$ cat src/logic/modexp_pkg.sv
/* shared widths, index types and state/opcode enums for the Montgomery exponentiator
   imported by every block of the design */
`default_nettype none

package modexp_pkg;

    localparam int WORD_WIDTH = 16;
    localparam int NUM_WORDS = 4;
    localparam int EXP_BITS = WORD_WIDTH * NUM_WORDS;

    typedef logic [WORD_WIDTH-1:0] word_t;
    typedef logic [2*WORD_WIDTH-1:0] dword_t;           // multiply-add result
    typedef logic [$clog2(NUM_WORDS)-1:0] word_idx_t;
    typedef logic [$clog2(NUM_WORDS+2)-1:0] vec_idx_t;  // partial-sum entries
    typedef logic [$clog2(EXP_BITS)-1:0] bit_idx_t;

    localparam word_idx_t LAST_WORD = word_idx_t'(NUM_WORDS - 1);
    localparam bit_idx_t TOP_BIT = bit_idx_t'(EXP_BITS - 1);

    // operand pair and destination of one Montgomery product
    typedef enum logic [1:0] {
        OP_TO_MONT,     // m * t -> m_bar
        OP_SQUARE,      // c_bar * c_bar -> c_bar
        OP_MULTIPLY,    // c_bar * m_bar -> c_bar
        OP_FROM_MONT    // 1 * c_bar -> c_bar
    } mont_op_t;

    typedef enum logic [3:0] {
        IDLE,
        LOADING,
        LOADED,
        TO_MONT,
        FIND_TOP,
        SQUARE,
        MULTIPLY,
        FROM_MONT,
        DONE,
        OUTPUT
    } ctrl_state_t;

    typedef enum logic [2:0] {
        MUL_ROW,        // v += a_i * b
        CARRY_TOP,
        FIND_Q,         // q = v0 * nprime0
        REDUCE_ROW,     // v = (v + q * n) >> w
        SHIFT_TOP,
        WRITE_BACK
    } engine_state_t;

endpackage

`default_nettype wire

$ cat src/logic/store_if.sv
/* links from the operand store to its loader, the Montgomery engine and the controller */
`timescale 1ns/10ps
`default_nettype none

interface load_if;
    import modexp_pkg::*;

    logic we;
    word_idx_t index;
    word_t m_word, e_word, n_word, r_word, t_word;
    word_t nprime0;     // taken with word 0

    modport writer (output we, index, m_word, e_word, n_word, r_word, t_word, nprime0);
    modport store (input we, index, m_word, e_word, n_word, r_word, t_word, nprime0);
endinterface

interface mont_if;
    import modexp_pkg::*;

    mont_op_t op;
    word_idx_t a_idx, b_idx;
    logic wb_we;
    word_idx_t wb_idx;
    word_t wb_word;
    word_t a_word, b_word, n_word, nprime0;     // combinational returns

    modport engine (
        output op, a_idx, b_idx, wb_we, wb_idx, wb_word,
        input a_word, b_word, n_word, nprime0
    );
    modport store (
        input op, a_idx, b_idx, wb_we, wb_idx, wb_word,
        output a_word, b_word, n_word, nprime0
    );
endinterface

interface ctrl_if;
    import modexp_pkg::*;

    bit_idx_t bit_idx;
    word_idx_t res_idx;
    logic e_bit;
    word_t res_word;    // c_bar at res_idx

    modport controller (output bit_idx, res_idx, input e_bit, res_word);
    modport store (input bit_idx, res_idx, output e_bit, res_word);
endinterface

`default_nettype wire

$ cat src/logic/operand_loader.sv
/* takes NUM_WORDS operand words after start_input, least significant first,
   and writes them into the operand store */
`timescale 1ns/10ps
`default_nettype none

module operand_loader (
    input  logic              clk,
    input  logic              reset,
    input  logic              start_input,
    input  modexp_pkg::word_t m_word,
    input  modexp_pkg::word_t e_word,
    input  modexp_pkg::word_t n_word,
    input  modexp_pkg::word_t r_word,
    input  modexp_pkg::word_t t_word,
    input  modexp_pkg::word_t nprime0,
    input  logic              accept,
    output logic              load_done,
    load_if.writer            store
);
    import modexp_pkg::*;

    logic active;
    word_idx_t count;

    always_ff @(posedge clk or posedge reset) begin
        if (reset) begin
            active <= 1'b0;
            count <= '0;
        end else if (!active) begin
            if (start_input && accept) begin
                active <= 1'b1;
                count <= '0;
            end
        end else begin
            count <= count + 1'b1;
            if (count == LAST_WORD) begin
                active <= 1'b0;
            end
        end
    end

    // one word per edge while active
    assign store.we = active;
    assign store.index = count;
    assign store.m_word = m_word;
    assign store.e_word = e_word;
    assign store.n_word = n_word;
    assign store.r_word = r_word;
    assign store.t_word = t_word;
    assign store.nprime0 = nprime0;

    assign load_done = active && (count == LAST_WORD);

endmodule

`default_nettype wire

$ cat src/logic/operand_store.sv
/* operand and intermediate word arrays, with operand selection per Montgomery opcode
   written by the loader and the engine, read by the engine and the controller */
`timescale 1ns/10ps
`default_nettype none

module operand_store (
    input  logic   clk,
    input  logic   reset,
    load_if.store  load,
    mont_if.store  mont,
    ctrl_if.store  ctrl
);
    import modexp_pkg::*;

    word_t m_arr [NUM_WORDS];
    word_t n_arr [NUM_WORDS];
    word_t t_arr [NUM_WORDS];
    word_t m_bar [NUM_WORDS];
    word_t c_bar [NUM_WORDS];
    word_t nprime0_q;
    logic [EXP_BITS-1:0] e_bits;    // exponent kept flat for the bit scan

    always_ff @(posedge clk) begin
        if (load.we) begin
            m_arr[load.index] <= load.m_word;
            n_arr[load.index] <= load.n_word;
            t_arr[load.index] <= load.t_word;
            e_bits[load.index * WORD_WIDTH +: WORD_WIDTH] <= load.e_word;
            if (load.index == '0) begin
                nprime0_q <= load.nprime0;
            end
        end
        if (mont.wb_we && mont.op == OP_TO_MONT) begin
            m_bar[mont.wb_idx] <= mont.wb_word;
        end
    end

    // c_bar starts as r, then every product but the first lands here
    always_ff @(posedge clk or posedge reset) begin
        if (reset) begin
            c_bar <= '{default: '0};
        end else if (load.we) begin
            c_bar[load.index] <= load.r_word;
        end else if (mont.wb_we && mont.op != OP_TO_MONT) begin
            c_bar[mont.wb_idx] <= mont.wb_word;
        end
    end

    always_comb begin
        unique case (mont.op)
            OP_TO_MONT: begin
                mont.a_word = m_arr[mont.a_idx];
                mont.b_word = t_arr[mont.b_idx];
            end
            OP_SQUARE: begin
                mont.a_word = c_bar[mont.a_idx];
                mont.b_word = c_bar[mont.b_idx];
            end
            OP_MULTIPLY: begin
                mont.a_word = c_bar[mont.a_idx];
                mont.b_word = m_bar[mont.b_idx];
            end
            default: begin
                mont.a_word = (mont.a_idx == '0) ? word_t'(1) : '0;   // constant one
                mont.b_word = c_bar[mont.b_idx];
            end
        endcase
    end

    assign mont.n_word = n_arr[mont.b_idx];
    assign mont.nprime0 = nprime0_q;

    assign ctrl.e_bit = e_bits[ctrl.bit_idx];
    assign ctrl.res_word = c_bar[ctrl.res_idx];

endmodule

`default_nettype wire

$ cat src/logic/mont_engine.sv
/* word-serial CIOS Montgomery product on a registered multiply-add
   started by go, operands and destination come from the store by opcode */
`timescale 1ns/10ps
`default_nettype none

module mont_engine (
    input  logic                 clk,
    input  logic                 reset,
    input  logic                 go,
    input  modexp_pkg::mont_op_t op,
    output logic                 done,
    mont_if.engine               store
);
    import modexp_pkg::*;

    engine_state_t state;
    logic busy;
    logic issued;       // capture half of a multiply-add step
    logic sweep;        // second pass of write-back
    logic borrow;
    logic need_sub;
    word_idx_t i, j;

    word_t v [NUM_WORDS+2];     // partial sum
    word_t carry;
    word_t q;
    dword_t mac_q;
    word_t mac_x, mac_y, mac_z, mac_c;
    vec_idx_t rd_idx;
    logic [WORD_WIDTH:0] sub;

    assign store.op = op;
    assign store.a_idx = i;
    assign store.b_idx = j;

    always_comb begin
        rd_idx = (state == CARRY_TOP || state == SHIFT_TOP) ? vec_idx_t'(NUM_WORDS)
                                                            : vec_idx_t'(j);
        mac_x = '0;
        mac_y = '0;
        mac_z = v[rd_idx];
        mac_c = carry;
        unique case (state)
            MUL_ROW: begin
                mac_x = store.a_word;
                mac_y = store.b_word;
            end
            FIND_Q: begin
                mac_x = v[0];
                mac_y = store.nprime0;
                mac_z = '0;
                mac_c = '0;
            end
            REDUCE_ROW: begin
                mac_x = q;
                mac_y = store.n_word;
            end
            default: ;      // top words only add the carry
        endcase
        if ((state == MUL_ROW || state == REDUCE_ROW) && j == '0) begin
            mac_c = '0;     // each row starts carry-free
        end
    end

    // final subtraction chain, first pass finds whether v >= n
    assign sub = {1'b0, v[j]} - {1'b0, store.n_word} - (WORD_WIDTH + 1)'(borrow);

    assign store.wb_we = busy && state == WRITE_BACK && sweep;
    assign store.wb_idx = j;
    assign store.wb_word = need_sub ? sub[WORD_WIDTH-1:0] : v[j];

    always_ff @(posedge clk) begin
        mac_q <= dword_t'(mac_x) * dword_t'(mac_y) + dword_t'(mac_z) + dword_t'(mac_c);
        if (!busy && go) begin
            v <= '{default: '0};
        end else if (busy && issued) begin
            unique case (state)
                MUL_ROW: begin
                    v[j] <= mac_q[WORD_WIDTH-1:0];
                    carry <= mac_q[2*WORD_WIDTH-1:WORD_WIDTH];
                end
                CARRY_TOP: begin
                    v[NUM_WORDS] <= mac_q[WORD_WIDTH-1:0];
                    v[NUM_WORDS+1] <= mac_q[2*WORD_WIDTH-1:WORD_WIDTH];
                end
                FIND_Q: q <= mac_q[WORD_WIDTH-1:0];
                REDUCE_ROW: begin
                    if (j != '0) begin
                        v[j - 1'b1] <= mac_q[WORD_WIDTH-1:0];   // shifted down one word
                    end
                    carry <= mac_q[2*WORD_WIDTH-1:WORD_WIDTH];
                end
                SHIFT_TOP: begin
                    v[NUM_WORDS-1] <= mac_q[WORD_WIDTH-1:0];
                    v[NUM_WORDS] <= v[NUM_WORDS+1] + mac_q[2*WORD_WIDTH-1:WORD_WIDTH];
                end
                default: ;
            endcase
        end
    end

    always_ff @(posedge clk or posedge reset) begin
        if (reset) begin
            state <= MUL_ROW;
            busy <= 1'b0;
            issued <= 1'b0;
            sweep <= 1'b0;
            borrow <= 1'b0;
            need_sub <= 1'b0;
            i <= '0;
            j <= '0;
            done <= 1'b0;
        end else begin
            done <= 1'b0;
            if (!busy) begin
                if (go) begin
                    busy <= 1'b1;
                    state <= MUL_ROW;
                    i <= '0;
                    j <= '0;
                end
            end else if (state == WRITE_BACK) begin
                borrow <= sub[WORD_WIDTH];
                j <= j + 1'b1;
                if (j == LAST_WORD) begin
                    j <= '0;
                    borrow <= 1'b0;
                    sweep <= !sweep;
                    if (!sweep) begin
                        need_sub <= (v[NUM_WORDS] != '0) || !sub[WORD_WIDTH];
                    end else begin
                        busy <= 1'b0;
                        done <= 1'b1;
                    end
                end
            end else if (!issued) begin
                issued <= 1'b1;
            end else begin
                issued <= 1'b0;
                unique case (state)
                    MUL_ROW, REDUCE_ROW: begin
                        j <= j + 1'b1;
                        if (j == LAST_WORD) begin
                            j <= '0;
                            state <= (state == MUL_ROW) ? CARRY_TOP : SHIFT_TOP;
                        end
                    end
                    CARRY_TOP: state <= FIND_Q;
                    FIND_Q: state <= REDUCE_ROW;
                    SHIFT_TOP: begin
                        i <= (i == LAST_WORD) ? '0 : i + 1'b1;
                        state <= (i == LAST_WORD) ? WRITE_BACK : MUL_ROW;
                    end
                    default: ;
                endcase
            end
        end
    end

endmodule

`default_nettype wire

$ cat src/logic/exp_controller.sv
/* host command FSM, left-to-right exponent scan and result streaming
   issues one Montgomery product at a time to the engine */
`timescale 1ns/10ps
`default_nettype none

module exp_controller (
    input  logic                 clk,
    input  logic                 reset,
    input  logic                 start_input,
    input  logic                 load_done,
    input  logic                 start_compute,
    input  logic                 get_result,
    output logic                 accept,
    output logic                 go,
    output modexp_pkg::mont_op_t op,
    input  logic                 engine_done,
    ctrl_if.controller           store,
    output logic                 done,
    output logic                 res_valid,
    output modexp_pkg::word_t    res_word
);
    import modexp_pkg::*;

    ctrl_state_t state;
    ctrl_state_t after;     // state once the running product ends
    logic launched;
    logic step_down;
    logic last_bit;
    bit_idx_t bit_idx;
    word_idx_t res_idx;

    assign last_bit = (bit_idx == '0);

    always_comb begin
        step_down = 1'b0;
        unique case (state)
            TO_MONT: after = FIND_TOP;
            SQUARE: begin
                after = store.e_bit ? MULTIPLY : (last_bit ? FROM_MONT : SQUARE);
                step_down = !store.e_bit && !last_bit;
            end
            MULTIPLY: begin
                after = last_bit ? FROM_MONT : SQUARE;
                step_down = !last_bit;
            end
            default: after = DONE;
        endcase
    end

    always_ff @(posedge clk or posedge reset) begin
        if (reset) begin
            state <= IDLE;
            launched <= 1'b0;
            go <= 1'b0;
            bit_idx <= '0;
            res_idx <= '0;
        end else begin
            go <= 1'b0;
            unique case (state)
                IDLE: if (start_input) state <= LOADING;
                LOADING: if (load_done) state <= LOADED;
                LOADED: begin
                    if (start_compute) begin
                        state <= TO_MONT;
                        bit_idx <= TOP_BIT;
                    end
                end
                TO_MONT, SQUARE, MULTIPLY, FROM_MONT: begin
                    if (!launched) begin
                        go <= 1'b1;     // engine is idle here
                        launched <= 1'b1;
                    end else if (engine_done) begin
                        launched <= 1'b0;
                        state <= after;
                        if (step_down) begin
                            bit_idx <= bit_idx - 1'b1;
                        end
                    end
                end
                FIND_TOP: begin
                    // e = 0 falls through with c_bar still r
                    if (store.e_bit) begin
                        state <= SQUARE;
                    end else if (last_bit) begin
                        state <= FROM_MONT;
                    end else begin
                        bit_idx <= bit_idx - 1'b1;
                    end
                end
                DONE: begin
                    if (get_result) begin
                        state <= OUTPUT;
                        res_idx <= '0;
                    end
                end
                OUTPUT: begin
                    res_idx <= res_idx + 1'b1;
                    if (res_idx == LAST_WORD) begin
                        state <= IDLE;
                    end
                end
                default: state <= IDLE;
            endcase
        end
    end

    always_comb begin
        unique case (state)
            TO_MONT: op = OP_TO_MONT;
            SQUARE: op = OP_SQUARE;
            MULTIPLY: op = OP_MULTIPLY;
            default: op = OP_FROM_MONT;
        endcase
    end

    assign accept = (state == IDLE);
    assign done = (state == DONE);
    assign res_valid = (state == OUTPUT);
    assign res_word = store.res_word;   // least significant word first
    assign store.bit_idx = bit_idx;
    assign store.res_idx = res_idx;

endmodule

`default_nettype wire

$ cat src/logic/modexp_top.sv
/* top level of the Montgomery modular exponentiator, result = m^e mod n
   host loads words, starts the compute, then reads the result words */
`timescale 1ns/10ps
`default_nettype none

module modexp_top (
    input  logic              clk,
    input  logic              reset,
    input  logic              start_input,
    input  logic              start_compute,
    input  logic              get_result,
    input  modexp_pkg::word_t m_word,
    input  modexp_pkg::word_t e_word,
    input  modexp_pkg::word_t n_word,
    input  modexp_pkg::word_t r_word,   // R mod n
    input  modexp_pkg::word_t t_word,   // R^2 mod n
    input  modexp_pkg::word_t nprime0,
    output logic              done,
    output logic              res_valid,
    output modexp_pkg::word_t res_word
);
    import modexp_pkg::*;

    logic accept;
    logic load_done;
    logic go;
    logic engine_done;
    mont_op_t op;

    load_if load_bus ();
    mont_if mont_bus ();
    ctrl_if ctrl_bus ();

    operand_loader u_loader (
        .clk, .reset, .start_input,
        .m_word, .e_word, .n_word, .r_word, .t_word, .nprime0,
        .accept, .load_done, .store(load_bus.writer)
    );

    operand_store u_store (
        .clk, .reset,
        .load(load_bus.store), .mont(mont_bus.store), .ctrl(ctrl_bus.store)
    );

    mont_engine u_engine (
        .clk, .reset, .go, .op, .done(engine_done), .store(mont_bus.engine)
    );

    exp_controller u_ctrl (
        .clk, .reset, .start_input, .load_done, .start_compute, .get_result,
        .accept, .go, .op, .engine_done, .store(ctrl_bus.controller),
        .done, .res_valid, .res_word
    );

endmodule

`default_nettype wire

$ cat config.mk
export PLATFORM = sky130hd
export DESIGN_NAME = modexp_top
export DESIGN_NICKNAME = d
export VERILOG_FILES = /design/src/logic/modexp_pkg.sv /design/src/logic/store_if.sv /design/src/logic/operand_loader.sv /design/src/logic/operand_store.sv /design/src/logic/mont_engine.sv /design/src/logic/exp_controller.sv /design/src/logic/modexp_top.sv
export SDC_FILE = /design/constraint.sdc
export NUM_CORES = 2
export LEC_CHECK = 0
export ABC_CLOCK_PERIOD_IN_PS = 13700
export BUFFER_PORTS_ARGS = -buffer_cell sky130_fd_sc_hd__buf_4
export CAP_MARGIN = 20
export CORE_UTILIZATION = 39
export CTS_CLUSTER_DIAMETER = 30
export DETAILED_ROUTE_END_ITERATION = 8
export PLACE_DENSITY_LB_ADDON = 0.3
export SYNTH_ARGS = -nofsm -noshare
export SYNTH_HDL_FRONTEND = slang
export SYNTH_SLANG_ARGS = --single-unit
$ cat constraint.sdc
create_clock -name clk -period 13.7 [get_ports clk]
set_clock_uncertainty 0.2 [all_clocks]
set_input_delay 2.74 -clock clk [delete_from_list [all_inputs] [get_ports clk]]
set_output_delay 2.74 -clock clk [all_outputs]
set_load 0.01 [all_outputs]
Word level (Yosys, flattened, before mapping)
Memory sizes are Yosys's and may differ from the RTL's.
Cells that the tools add are included.
{"block": "word_totals", "ff_bits": 334, "mem_bits_rw": 256, "output_inout_bits": 18, "elab_cells": 284, "memories": 4}
{"memory": "u_store.m_arr", "words": 4, "width": 16, "read_ports": 1, "rd_ports_with_merged_regs": 0, "wr": 1, "line_no": "operand_store.sv:15", "rtl": "word_t m_arr [NUM_WORDS];"}
{"memory": "u_store.m_bar", "words": 4, "width": 16, "read_ports": 1, "rd_ports_with_merged_regs": 0, "wr": 1, "line_no": "operand_store.sv:18", "rtl": "word_t m_bar [NUM_WORDS];"}
{"memory": "u_store.n_arr", "words": 4, "width": 16, "read_ports": 1, "rd_ports_with_merged_regs": 0, "wr": 1, "line_no": "operand_store.sv:16", "rtl": "word_t n_arr [NUM_WORDS];"}
{"memory": "u_store.t_arr", "words": 4, "width": 16, "read_ports": 1, "rd_ports_with_merged_regs": 0, "wr": 1, "line_no": "operand_store.sv:17", "rtl": "word_t t_arr [NUM_WORDS];"}
{"block": "op_classes", "addsub": 12, "mul": 1, "n_lt_le_gt_ge": 11, "eq_ne": 39, "shift": 2, "mux": 114, "bitwise_logic": 9, "reduce_logical": 61}
{"operator": "two-way mux 16 bit", "count": 18}
{"operator": "bitwise mux 64 bit", "count": 3}
{"operator": "bitwise mux 96 bit", "count": 2}
{"operator": "one-hot mux 16 bit (3 select lines)", "count": 4}
{"operator": "two-way mux 64 bit", "count": 2}
{"operator": "binary-select mux 16 bit (select 2 bit)", "count": 3}
{"operator": "binary-select mux 16 bit (select 3 bit)", "count": 2}
{"operator": "demux 16 bit (select 3 bit)", "count": 2}
{"operator": "two-way mux 96 bit", "count": 1}
{"operator": "one-hot mux 48 bit (2 select lines)", "count": 1}
{"operator": "adder 32 x 16 -> 32 bit", "count": 2}
{"operator": "demux 16 bit (select 2 bit)", "count": 2}
{"operator": "one-hot mux 16 bit (2 select lines)", "count": 2}
{"operator": "one-hot mux 16 bit (4 select lines)", "count": 1}
{"operator": "variable shift 16 x 34 -> 64 bit, first input constant", "count": 1}
{"operator": "indexed part select 16 x 34 -> 64 bit", "count": 1}
{"operator": "two-way mux 4 bit", "count": 9}
{"operator": "two-way mux 6 bit", "count": 6}
{"operator": "negation 6 -> 34 bit", "count": 1}
{"operator": "multiplier 16 x 16 -> 32 bit", "count": 1}
{"operator": "two-way mux 2 bit", "count": 16}
{"operator": "one-hot mux 4 bit (7 select lines)", "count": 1}
{"operator": "two-way mux 1 bit", "count": 24}
{"operator": "two-way mux 3 bit", "count": 8}
{"operator": "54 further kinds", "count": 136}

Logic depth before layout (Yosys ltp)
{"block": "logic_depth", "word_depth": 10, "mapped_depth": 36, "depth_no_buf": 31}

By module
A second synthesis with hierarchy kept.
{"block": "unflattened", "hier_cells": 3537, "area_unflattened_um2": 38680.8}
{"module": "mont_engine", "n_inst": 1, "cells_per_inst": 2276, "area_each_um2": 19352.3, "seq_area_each_um2": 3848.7}
{"module": "operand_store", "n_inst": 1, "cells_per_inst": 1029, "area_each_um2": 17317.9, "seq_area_each_um2": 11691.2}
{"module": "exp_controller", "n_inst": 1, "cells_per_inst": 124, "area_each_um2": 1142.3, "seq_area_each_um2": 350.3}
{"module": "operand_loader", "n_inst": 1, "cells_per_inst": 108, "area_each_um2": 868.3, "seq_area_each_um2": 75.1}

Worst setup path before layout
OpenSTA, ideal clock, no wires.
{"block": "synth_path", "kind": "register to register", "from": "register u_ctrl.state[3]", "to": "register u_engine.mac_q[24]", "t_arrival_ns": 7.843, "setup_slack_ns": 5.523, "path_stages_with_launch": 33, "cell_sequence": "dfrtp_1 buf_2 and4bb_2 inv_1 ha_1 buf_2 a211oi_2 buf_6 buf_4 buf_6 buf_2 a21oi_1 o21ai_0 buf_2 nand2_1 fa_1 fa_1 fa_1 fa_1 inv_1 fa_1 inv_1 fa_1 inv_1 ha_1 a21oi_1 o22ai_1 nor3_1 a211oi_1 o31ai_1 a21oi_1 mux2i_1 or4_1"}
{"block": "synth_via", "elab_chain_cells": 9, "elab_cells_between_ends": 15, "classes_between": "add/sub (2); mul (1); eq/ne (5); mux (5); reduce/logical (2)"}
{"element": "start, declared", "line_no": "exp_controller.sv:24", "rtl": "ctrl_state_t state;"}
{"element": "start signal, assigned", "line_no": "exp_controller.sv:74", "rtl": "state <= after;"}
{"element": "equality test 4 x 3 -> 1 bit or equality test 4 x 2 -> 1 bit (tied branches)", "line_no": "exp_controller.sv:108", "rtl": "unique case (state)"}
{"element": "one-hot mux 2 bit (3 select lines) (*)", "line_no": "exp_controller.sv:108"}
{"element": "equality test 2 x 1 -> 1 bit or equality test 2 bit (tied branches)", "line_no": "operand_store.sv:50", "rtl": "unique case (mont.op)"}
{"element": "OR reduction 2 bit (no line)"}
{"element": "one-hot mux 16 bit (2 select lines)", "line_no": "operand_store.sv:50"}
{"element": "one-hot mux 16 bit (3 select lines)", "line_no": "mont_engine.sv:43", "rtl": "unique case (state)"}
{"element": "multiplier 16 x 16 -> 32 bit (*)", "line_no": "mont_engine.sv:73", "rtl": "mac_q <= dword_t'(mac_x) * dword_t'(mac_y) + dword_t'(mac_z) + dword_t'(mac_c);"}
{"element": "adder 32 x 16 -> 32 bit (*) (2 in series)", "line_no": "mont_engine.sv:73"}
{"element": "end signal, assigned", "line_no": "mont_engine.sv:73"}
{"element": "end, declared", "line_no": "mont_engine.sv:27", "rtl": "dword_t mac_q;"}
Mark *: on every way between the ends. The rest lies on a longest branch, timed or not.
A chain may end at the register's enable or synchronous reset.

Worst setup path in the final report
{"block": "layout_path", "from": "register u_ctrl.state[0]", "to": "register u_engine.mac_q[24]"}
The elaborated chain is that of the path after synthesis.

==> metrics.yaml <==
drt-total-wl_um: 108000
synth_cells: 3216
timing.fmax_ghz: 0.104
cp-start-kind: "register"
hold_class: "reg2reg"
die-area_um2: 96000
grt_overflow: 0
post_cts_buffers: 0
yosys_warnings: 0
rsz0062_at_grt: "false"
worstMarginPinSlew_ns: 1.21
drt-initial-drc-count: 2429
fin_crit_sh: 0.700
status: "complete, no violations"
seqCellArea_um2: 16000
initial_core_util: 0.395
yosysSeqAreaShare: 0.432
antenna_found_initial: 4
path_class: "reg2reg"
synth_ff_type: "edfxtp_1"
final_antenna_net_count: 0
dieHeight_um: 310
fin_crit_ns: 9.59
final_common_cell: "nand2_1"
via_per_inst: 5.52
final_max_slew_viol_count: 0
gp_congestion: 0.948
relSlewSlack: 0.192
synth.ff_latch_count: 590
drive_gt1_frac: 0.169
grt_pass1_wl_um: 163000
grt_use_total: 0.228
synthArstFlopShare: 0.159
setup_violations: 0
cp_slowest_cell: "a21oi_1"
pin_count: 119
clk_pin_slew_ns: 0.05
htreeDepth: 3
cts_resized: 0
core-area_um2: 93600
clock-sinks: 590
synth-edff-count: 368
final_cell_mix: "nand2_1, edfxtp_1, inv_1"
arrival_ns: 9.91
firstDrtPassIters: 6
drv_cap: 0
die_w_um: 310
clk_latency_ns: 0.71
holdBufCountCts: 0
final_nets: 3851
cts.path.max_buffers: 3
syn2layout_area_growth_pct: 17.5
syn_area_um2: 36900
finalHoldViolCount: 0
fillCellCount: 8616
tritoncts: "built"
cp_common_cell: "fa_1"
max_stage_delay_ns: 0.81
vias: 26000
multi_input_area_um2: 19000
numCtsBuffers: 120
ctsRootBufferMaster: "clkbuf_16"
hpwl_um: 77000
required_ns: 14.02
yosysUniqueCellTypes: 90
synth.avg_cell_area_um2: 11.5
syn_nets: 3712
setup-tns-final_ns: 0
portBuffers: 118
drc_errors: 0
wire_per_inst_um: 22.8
setup.worst_path.end_class: "register"
grt_pass1_vias: 26300
grt_max_degree: 61
rows: 112
crit_fanout: 38
-- cell families (layout without fill, tap and decap cells) --
logic type	Yosys count	after routing	synth area share
AO/OA/AOI/OAI	542	542	0.0963
XOR/XNOR	45	45	0.0107
adder cells (fa/ha/maj)	395	395	0.180
buffers and inverters	517	763	0.0561
flip-flops	590	590	0.432
multiplexers	227	227	0.110
other	0	1	0
AND/OR/NAND/NOR	900	900	0.115
-- worst max-delay path, delay by kind of cell (launching register included) --
family                     cells  cell delay (ns)
muxes                          1             0.11
adders and majority gates      8             3.72
and+or+nand+nor                7             1.72
AOI/OAI and AO/OA              8             2.25
buffers and inverters          6             0.75
DFF                            1             0.59
-- layer usage --
| layer | up-vias | GRT usage | wire length [um] |
|---|---|---|---|
| met3 | 240 | 0.0456 | 9060 |
| met4 | 4 | 0.0920 | 4370 |
| li1 | 11600 | - | - |
| met5 | - | 0 | 27 |
| met2 | 1133 | 0.346 | 47500 |
| met1 | 13100 | 0.321 | 46600 |
-- cells in the mapped netlist, types with 95 or more instances --
library cell	count	area share
a21oi_1	129	0.017
dfxtp_1	128	0.069
o21ai_0	137	0.019
edfxtp_1	368	0.30
inv_1	354	0.036
and2_1	133	0.023
mux4_2	132	0.080
nand2_1	390	0.040
fa_1	229	0.12
ha_1	166	0.056
clkbuf_1	95	0.0097
nor2_1	164	0.017
-- path summary, 6_finish.rpt --
path / startpoint / to / slack (ns) / depth (start not counted)
worst max-delay path: u_ctrl.state[0] / u_engine.mac_q[24] / 4.11 / 30
worst min-delay path: u_engine.v[41] / u_engine.v[41] / 0.25 / 2
worst max register to register: u_ctrl.state[0] / u_engine.mac_q[24] / 4.11 / 30
worst min register to register: u_engine.v[41] / u_engine.v[41] / 0.25 / 2
max in group asynchronous: reset / u_engine.store.b_idx[1] / 10.08 / 3
min in group asynchronous: reset / u_store.c_bar[32] / 1.86 / 2
-- area by class of cell --
type | instances | area share
multi-input combinational | 2109 | 0.438
sequential | 590 | 0.368
clock buffer | 140 | 0.0732
tap | 1254 | 0.0361
timing repair buffer | 179 | 0.0311
inverter | 355 | 0.0308
clock inverter | 89 | 0.0227
antenna | 1 | 0.0000576
-- sequential cells by signal (all words and copies together) (netlist names), 2 cells and up --
name	flops
u_engine.store.a_idx	2
u_ctrl.state	4
u_loader.store.index	2
u_engine.mac_q	32
u_engine.carry	16
u_engine.v	96
u_engine.q	16
u_store.e_bits	64
u_store.n_arr	64
u_store.mont.nprime0	16
u_ctrl.store.res_idx	2
u_store.t_arr	64
u_engine.state	3
u_store.m_arr	64
u_ctrl.store.bit_idx	6
u_store.c_bar	64
u_engine.store.b_idx	2
u_store.m_bar	64
-- stage by stage --
stage / util / hold slack [ns] / instance area (um2) / instances / setup slack (ns)
finish: 0.464 / 0.252 / 43400 / 4717 / 4.11
floorplan: - / 0.217 / 36900 / 3216 / 5.52
global placement: 0.419 / 0.241 / 39200 / 4484 / 4.02
detailed placement: 0.419 / 0.248 / 39200 / 4485 / 3.80
CTS: 0.464 / 0.253 / 43400 / 4714 / 3.72
global route: 0.464 / 0.278 / 43400 / 4716 / 3.42
Power is not shown: default switching activity piles up to over one toggle a cycle in this logic, so the estimate is an artifact.
